`config.mk`:
```
export PLATFORM = sky130hd
export DESIGN_NAME = spi_master_top
export DESIGN_NICKNAME = d
export VERILOG_FILES = /design/src/spi_cfg_pkg.sv /design/src/spi_host_pkg.sv /design/src/spi_xfer_if.sv /design/src/spi_host_regs.sv /design/src/spi_clock_gen.sv /design/src/spi_shift_engine.sv /design/src/spi_master_top.sv
export SDC_FILE = /design/constraint.sdc
export NUM_CORES = 1
export LEC_CHECK = 0
export BUFFER_PORTS_ARGS = -buffer_cell sky130_fd_sc_hd__buf_2
export CELL_PAD_IN_SITES_DETAIL_PLACEMENT = 1
export CELL_PAD_IN_SITES_GLOBAL_PLACEMENT = 2
export CORE_MARGIN = 2
export CORE_UTILIZATION = 40
export DETAILED_ROUTE_END_ITERATION = 12
export GPL_ROUTABILITY_DRIVEN = 1
export PLACE_DENSITY = 0.82
export SLEW_MARGIN = 40
export SYNTH_ARGS = -nofsm -noshare
export SYNTH_HDL_FRONTEND = slang
export SYNTH_SLANG_ARGS = --single-unit
```
`constraint.sdc`:
```
create_clock -name wr -period 4.8 [get_ports wr]
set_clock_uncertainty 0.2 [all_clocks]
set_input_delay 0.96 -clock wr [delete_from_list [all_inputs] [get_ports wr]]
set_output_delay 0.96 -clock wr [all_outputs]
set_load 0.05 [all_outputs]
```
`src/spi_cfg_pkg.sv`:
```
package spi_cfg_pkg;

    localparam int word_len = 8;                      // Bits per transfer
    localparam int presc_w = 3;                       // Prescale select width

    // Widest half-period count, 2**7 cycles at presc 7
    localparam int presc_cnt_w = 2**presc_w - 1;

    // Bit 1 is cpol, bit 0 is cpha
    typedef enum logic [1:0]
    {
        mode0 = 2'b00,
        mode1 = 2'b01,
        mode2 = 2'b10,
        mode3 = 2'b11
    } spi_mode_t;

    typedef struct packed
    {
        logic [presc_w-1:0] presc;                    // Half period is 2**presc cycles
        logic               lsb_first;
        spi_mode_t          mode;
    } spi_cfg_t;

endpackage

```
`src/spi_host_pkg.sv`:
```
package spi_host_pkg;

    localparam logic addr_data = 1'b0;                // Transmit buffer
    localparam logic addr_cfg = 1'b1;                 // Configuration word

    // One host write word, read as a byte or as config fields
    typedef union packed
    {
        logic [spi_cfg_pkg::word_len-1:0] tx_byte;
        struct packed
        {
            logic [1:0]            pad;
            spi_cfg_pkg::spi_cfg_t cfg;
        } cfg_view;
    } host_word_u;

endpackage

```
`src/spi_xfer_if.sv`:
```
`timescale 1ns/1ns

interface spi_xfer_if;
    import spi_cfg_pkg::*;

    logic                start;                       // Buffer holds a word
    logic [word_len-1:0] tx_data;
    spi_cfg_t            cfg;
    logic                taken;                       // Engine copied tx_data
    logic                done;                        // End of word, rx_data valid
    logic [word_len-1:0] rx_data;
    logic                busy;

    modport regs
    (
        output start, tx_data, cfg,
        input  taken, done, rx_data, busy
    );

    modport engine
    (
        input  start, tx_data, cfg,
        output taken, done, rx_data, busy
    );

endinterface

```
`src/spi_host_regs.sv`:
```
`timescale 1ns/1ns

module spi_host_regs
(
    input  logic                               wr,
    input  logic                               res_senderr,
    input  logic                               host_wr,
    input  logic                               host_addr,
    input  spi_host_pkg::host_word_u           host_wdata,
    input  logic                               host_rd,
    input  logic                               err_clr,
    output logic [spi_cfg_pkg::word_len-1:0]   host_rdata,
    output logic                               buff_empty,
    output logic                               send_err,
    output logic                               char_received,
    spi_xfer_if.regs                           xfer
);
    import spi_cfg_pkg::*;
    import spi_host_pkg::*;

    logic                buff_full;
    logic [word_len-1:0] tx_buf;
    spi_cfg_t            cfg_q;
    logic                wr_data;
    logic                wr_cfg;

    assign wr_data = host_wr && (host_addr == addr_data);
    assign wr_cfg = host_wr && (host_addr == addr_cfg);

    always_ff @(posedge wr or posedge res_senderr)
    begin
        if (res_senderr)
        begin
            buff_full <= 1'b0;
            send_err <= 1'b0;
            cfg_q <= '{presc: '0, lsb_first: 1'b0, mode: mode0};
        end
        else
        begin
            if (xfer.taken)
                buff_full <= 1'b0;
            else if (wr_data && !buff_full)
                buff_full <= 1'b1;

            if (wr_data && buff_full)
                send_err <= 1'b1;                     // Overrun, buffer left as is
            else if (err_clr)
                send_err <= 1'b0;

            if (wr_cfg)
                cfg_q <= host_wdata.cfg_view.cfg;
        end
    end

    always_ff @(posedge wr)
    begin
        if (wr_data && !buff_full)
            tx_buf <= host_wdata.tx_byte;
    end

    // A new word overwrites an unread one
    always_ff @(posedge wr or posedge res_senderr)
    begin
        if (res_senderr)
        begin
            host_rdata <= '0;
            char_received <= 1'b0;
        end
        else if (xfer.done)
        begin
            host_rdata <= xfer.rx_data;
            char_received <= 1'b1;
        end
        else if (host_rd)
            char_received <= 1'b0;
    end

    assign buff_empty = !buff_full;
    assign xfer.start = buff_full;
    assign xfer.tx_data = tx_buf;
    assign xfer.cfg = cfg_q;

    a_taken_full: assert property (@(posedge wr) disable iff (res_senderr)
        xfer.taken |-> !buff_empty)
        else $error("Engine took a word from an empty buffer");

    a_done_busy: assert property (@(posedge wr) disable iff (res_senderr)
        xfer.done |-> xfer.busy)
        else $error("End of word outside a transfer");

endmodule

```
`src/spi_clock_gen.sv`:
```
`timescale 1ns/1ns

module spi_clock_gen
(
    input  logic                              wr,
    input  logic                              res_senderr,
    input  logic                              enable,
    input  logic [spi_cfg_pkg::presc_w-1:0]   presc,
    output logic                              tick
);
    import spi_cfg_pkg::*;

    logic [presc_cnt_w-1:0] cnt;
    logic [presc_cnt_w-1:0] term_cnt;

    // 2**presc - 1, wraps to all ones at presc 7
    assign term_cnt = (presc_cnt_w'(1) << presc) - presc_cnt_w'(1);

    always_ff @(posedge wr or posedge res_senderr)
    begin
        if (res_senderr)
            cnt <= '0;
        else if (!enable || cnt == term_cnt)
            cnt <= '0;                                // Restart each period
        else
            cnt <= cnt + 1'b1;
    end

    assign tick = enable && (cnt == term_cnt);

    // presc must hold still while the divider runs
    a_cnt_range: assert property (@(posedge wr) disable iff (res_senderr)
        enable |-> cnt <= term_cnt)
        else $error("Divider count past the end of its half period");

endmodule

```
`src/spi_shift_engine.sv`:
```
`timescale 1ns/1ns

module spi_shift_engine
(
    input  logic                              wr,
    input  logic                              res_senderr,
    spi_xfer_if.engine                        xfer,
    input  logic                              tick,
    output logic                              clk_en,
    output logic [spi_cfg_pkg::presc_w-1:0]   presc,
    output logic                              sck,
    output logic                              mosi,
    input  logic                              miso,
    output logic                              ss
);
    import spi_cfg_pkg::*;

    spi_cfg_t                          cfg_q;
    logic                              busy_q;
    logic                              done_q;
    logic                              sck_q;         // Phase, 0 at idle level
    logic                              ss_q;
    logic                              mosi_q;
    logic [$clog2(2*word_len)-1:0]     half_cnt;
    logic [word_len-1:0]               tx_sr;
    logic [word_len-1:0]               rx_sr;
    logic                              accept;
    logic                              sample_edge;
    logic                              last_half;

    function automatic logic head_bit(input logic [word_len-1:0] w, input logic lsb);
        return lsb ? w[0] : w[word_len-1];
    endfunction

    function automatic logic [word_len-1:0] shift_out(input logic [word_len-1:0] w,
                                                      input logic lsb);
        return lsb ? {1'b1, w[word_len-1:1]} : {w[word_len-2:0], 1'b1};
    endfunction

    // Take a word when idle or in the done cycle
    assign accept = xfer.start && (!busy_q || done_q);
    assign sample_edge = (half_cnt[0] == cfg_q.mode[0]);  // Leading edge for cpha 0
    assign last_half = (half_cnt == '1);

    always_ff @(posedge wr or posedge res_senderr)
    begin
        if (res_senderr)
        begin
            cfg_q <= '{presc: '0, lsb_first: 1'b0, mode: mode0};
            busy_q <= 1'b0;
            done_q <= 1'b0;
            sck_q <= 1'b0;
            ss_q <= 1'b1;
            half_cnt <= '0;
        end
        else
        begin
            done_q <= busy_q && tick && last_half;
            if (accept || !busy_q)
                cfg_q <= xfer.cfg;                    // Frozen while a word runs
            if (accept)
            begin
                busy_q <= 1'b1;
                ss_q <= 1'b0;
                half_cnt <= '0;
            end
            else if (done_q)
            begin
                busy_q <= 1'b0;
                ss_q <= 1'b1;
            end
            else if (busy_q && tick)
            begin
                half_cnt <= half_cnt + 1'b1;
                sck_q <= !sck_q;
            end
        end
    end

    always_ff @(posedge wr)
    begin
        if (accept)
        begin
            mosi_q <= head_bit(xfer.tx_data, xfer.cfg.lsb_first);
            // With cpha 0 the first bit is already out
            tx_sr <= xfer.cfg.mode[0] ? xfer.tx_data
                                      : shift_out(xfer.tx_data, xfer.cfg.lsb_first);
        end
        else if (busy_q && tick)
        begin
            if (sample_edge)
                rx_sr <= cfg_q.lsb_first ? {miso, rx_sr[word_len-1:1]}
                                         : {rx_sr[word_len-2:0], miso};
            else
            begin
                mosi_q <= head_bit(tx_sr, cfg_q.lsb_first);
                tx_sr <= shift_out(tx_sr, cfg_q.lsb_first);
            end
        end
    end

    assign clk_en = busy_q && !done_q;                // Divider restarts between words
    assign presc = cfg_q.presc;
    assign sck = sck_q ^ cfg_q.mode[1];
    assign ss = ss_q;
    assign mosi = ss_q ? 1'b1 : mosi_q;

    assign xfer.taken = accept;
    assign xfer.done = done_q;
    assign xfer.rx_data = rx_sr;
    assign xfer.busy = busy_q;

    // 16 half periods bring sck back to cpol
    a_sck_idle: assert property (@(posedge wr) disable iff (res_senderr)
        ss |-> sck == cfg_q.mode[1])
        else $error("sck off its idle level while ss is high");

endmodule

```
`src/spi_master_top.sv`:
```
`timescale 1ns/1ns

module spi_master_top
(
    input  logic       wr,
    input  logic       res_senderr,
    input  logic       host_wr,
    input  logic       host_addr,
    input  logic [7:0] host_wdata,
    input  logic       host_rd,
    input  logic       err_clr,
    output logic [7:0] host_rdata,
    output logic       buff_empty,
    output logic       send_err,
    output logic       char_received,
    output logic       sck,
    output logic       mosi,
    input  logic       miso,
    output logic       ss
);
    import spi_cfg_pkg::*;

    logic               clk_en;
    logic               tick;
    logic [presc_w-1:0] presc;

    spi_xfer_if xfer_i ();

    spi_host_regs spi_host_regs_i
    (
        .wr            (wr),
        .res_senderr   (res_senderr),
        .host_wr       (host_wr),
        .host_addr     (host_addr),
        .host_wdata    (host_wdata),
        .host_rd       (host_rd),
        .err_clr       (err_clr),
        .host_rdata    (host_rdata),
        .buff_empty    (buff_empty),
        .send_err      (send_err),
        .char_received (char_received),
        .xfer          (xfer_i.regs)
    );

    spi_clock_gen spi_clock_gen_i
    (
        .wr          (wr),
        .res_senderr (res_senderr),
        .enable      (clk_en),
        .presc       (presc),
        .tick        (tick)
    );

    spi_shift_engine spi_shift_engine_i
    (
        .wr          (wr),
        .res_senderr (res_senderr),
        .xfer        (xfer_i.engine),
        .tick        (tick),
        .clk_en      (clk_en),
        .presc       (presc),
        .sck         (sck),
        .mosi        (mosi),
        .miso        (miso),
        .ss          (ss)
    );

endmodule

```
==> impl_metrics.env <==
export IMPL_synthToLayoutAreaGrowth_pct=15.1
export IMPL_p_leak_nw=1.46
export IMPL_grt_pass1_vias=1998
export IMPL_cts_buffers_inserted=9
export IMPL_place_port_buffers=28
export IMPL_clk_pin_slew_worst_paths_ns=0.07
export IMPL_die_area_sq_um=8190
export IMPL_syn_nets=258
export IMPL_synth_edf_count=25
export IMPL_cap_violations=0
export IMPL_critPathSlowestCell="dfrtp_1"
export IMPL_tritoncts="done"
export IMPL_cp_max_fo=10
export IMPL_syn_inst=240
export IMPL_switching_share=0.342
export IMPL_boundaryPins=29
export IMPL_htreeDepth=3
export IMPL_cp_arrival_ns=3.16
export IMPL_worstPathRequired_ns=4.59
export IMPL_syn_area_sq_um=2990
export IMPL_p_per_area_nw_per_um2=555
export IMPL_antenna_cells=0
export IMPL_fmax_ghz=0.297
export IMPL_ys_seq_area_frac=0.569
export IMPL_wl_per_cell_um=16.1
export IMPL_grt_max_degree=39
export IMPL_drt_pass1_iterations=4
export IMPL_coreArea_sq_um=7250
export IMPL_clockPowerShare=0.276
export IMPL_synthDistinctLibCells=45
export IMPL_total_power_w=0.00191
export IMPL_async_flop_share=0.603
export IMPL_final_hold_viol_count=0
export IMPL_fp_dieW_um=90.5
export IMPL_cts_resized=0
export IMPL_syn_avg_cell_area_sq_um=12.5
export IMPL_drtIter0Drc=61
export IMPL_viasPerCell=5.17
export IMPL_layout_min_cycle_time_ns=3.37
export IMPL_layout_nets=285
export IMPL_initial_utilization=0.413
export IMPL_hold_buffers=0
export IMPL_period_share=0.701
export IMPL_ant_nets=0
export IMPL_layout_commonest_cell="dfrtp_1"
export IMPL_clock_sinks=63
export IMPL_p_sw_w=0.000654
export IMPL_ctsRootBufferMaster="clkbuf_8"
export IMPL_multi_input_area_sq_um=1210
export IMPL_post_cts_buffers=0
export IMPL_drv_slew=0
export IMPL_drcViolationCount=0
export IMPL_clock_latency_ns=0.34
export IMPL_path_cells="or3_1 > ha_1 > nor2b_1 > a2bb2oi_1 > o31ai_1 > a311oi_4 > nor3_4 > a2bb2oi_2"
export IMPL_rsz0062_at_grt="false"
export IMPL_ys_flop_type="dfrtp_1"
export IMPL_fp_row_count=31
export IMPL_p_comb_frac=0.288
export IMPL_status="completed"
export IMPL_intPower_w=0.00126
export IMPL_seq_area_sq_um=1700
export IMPL_criticalPathCategory="reg2reg"
export IMPL_worst_setup_path_start_kind="flop"
export IMPL_grt_usage=0.158
export IMPL_dieHeight_um=90.5
export IMPL_cts_max_path_buffers=2
export IMPL_drive_gt1_frac=0.298
export IMPL_tightest_slew_ns=0.812
export IMPL_gp_congestion=0.697
export IMPL_nFillCells=791
export IMPL_antenna_found_initial=0
export IMPL_p_seq_frac=0.436
export IMPL_setup_tns_ns=0
export IMPL_holdCritPathClass="reg2reg"
export IMPL_fin_util=0.475
export IMPL_relSlewSlack=0.459
export IMPL_irDropWorstVdd_mv=0.292
export IMPL_grt_ovfl_total=0
export IMPL_critPathMaxStageDelay_ns=0.49
export IMPL_dp_hpwl_mm=4.11
export IMPL_hold_slack_ns=0.285
export IMPL_endpoint_kind="flop"
export IMPL_final_cell_mix="dfrtp_1, mux2_2, buf_2"
export IMPL_grt_pass1_wl_mm=9.99
export IMPL_vias=1918
export IMPL_ys_seq_elements=63
export IMPL_ys_warn_count=0
export IMPL_setup_viol=0
export IMPL_routed_wl_mm=5.98
-- sequential cells by signal (all words and copies together) (netlist names) --
| signal | cells |
|---|---|
| spi_host_regs_i.host_rdata | 8 |
| spi_host_regs_i.xfer.tx_data | 8 |
| spi_shift_engine_i.tx_sr | 8 |
| spi_shift_engine_i.xfer.rx_data | 8 |
| spi_clock_gen_i.cnt | 7 |
| spi_host_regs_i.xfer.cfg | 6 |
| spi_shift_engine_i.half_cnt | 4 |
| spi_shift_engine_i.cfg_q | 3 |
| spi_shift_engine_i.presc | 3 |
| spi_host_regs_i.char_received | 1 |
| spi_host_regs_i.send_err | 1 |
| spi_host_regs_i.xfer.start | 1 |
| spi_shift_engine_i.mosi_q | 1 |
| spi_shift_engine_i.sck_q | 1 |
| spi_shift_engine_i.ss | 1 |
| spi_shift_engine_i.xfer.busy | 1 |
| spi_shift_engine_i.xfer.done | 1 |
-- worst max-delay path: cells and delay by family, from the launching register on --
kind,cells,cell delay (ns)
flip-flops,1,0.49
AO/OA/AOI/OAI,4,1.06
AND/OR/NAND/NOR,3,0.96
adder cells (fa/ha/maj),1,0.30
-- cells in the mapped netlist, drive strengths merged, types with 4 or more instances --
| cell type | number | area share |
|---|---|---|
| mux2 | 29 | 0.11 |
| o21ai | 5 | 0.0096 |
| nand2 | 9 | 0.012 |
| nor2b | 4 | 0.0084 |
| xnor2 | 7 | 0.020 |
| a211oi | 7 | 0.018 |
| dfrtp | 37 | 0.31 |
| buf | 4 | 0.0067 |
| a21oi | 11 | 0.018 |
| mux2i | 16 | 0.053 |
| edfxtp | 25 | 0.25 |
| nor2 | 24 | 0.030 |
| clkbuf | 10 | 0.013 |
| xor2 | 5 | 0.017 |
| inv | 9 | 0.011 |
-- per-layer routing --
metal,up-vias,part of all wire,routed length (um),global-route usage
li1,915,-,-,-
met1,964,0.49,2910,0.210
met2,29,0.46,2750,0.242
met3,10,0.032,192,0.0392
met4,0,0.022,129,0.0731
met5,-,0,0,0
-- metrics by stage --
step / std cells / worst slack [ns] / cell area (sq um)
CTS: 371 / 1.08 / 3440
finish: 371 / 1.43 / 3450
global placement: 355 / 1.20 / 3220
global route: 371 / 1.16 / 3450
floorplan: 240 / 1.44 / 2990
detailed placement: 355 / 1.11 / 3220
-- final timing paths --
path	start	end	slack, ns	depth (start not counted)
max in group asynchronous	res_senderr	spi_shift_engine_i.ss	3.52	3
min reg2reg	spi_host_regs_i.char_received	spi_host_regs_i.char_received	0.28	1
min in group asynchronous	res_senderr	spi_host_regs_i.host_rdata[4]	0.52	3
min	spi_host_regs_i.char_received	spi_host_regs_i.char_received	0.28	1
max reg2reg	spi_shift_engine_i.presc[0]	spi_shift_engine_i.tx_sr[5]	1.43	8
max	spi_shift_engine_i.presc[0]	spi_shift_engine_i.tx_sr[5]	1.43	8
-- cells by family after synthesis --
kind of cell | Yosys count | share of synthesized area
AOI/OAI and AO/OA | 35 | 0.0857
xor gates and xnor gates | 12 | 0.0376
adders and majority gates | 3 | 0.0125
buffers and inverters | 23 | 0.0305
DFF | 63 | 0.569
muxes | 45 | 0.163
and+or+nand+nor | 59 | 0.102
-- area by class of cell --
cell class,instances,area share
Sequential cell,63,0.494
Multi-Input combinational cell,154,0.350
Clock buffer,13,0.0461
Timing Repair Buffer,30,0.0450
Tap cell,99,0.0359
Clock inverter,3,0.0189
Inverter,9,0.00980
-- power groups by stage --
stage | combinational (W) | clock, W | sequential (W)
2_1_floorplan | 0.000540 | 0 | 0.000742
3_3_place_gp | 0.000530 | 0 | 0.000839
3_5_place_dp | 0.000551 | 0 | 0.000844
4_1_cts | 0.000557 | 0.000539 | 0.000835
5_1_grt | 0.000619 | 0.000560 | 0.000853
6_report | 0.000550 | 0.000528 | 0.000834
Power figures use the tool's default switching activity.
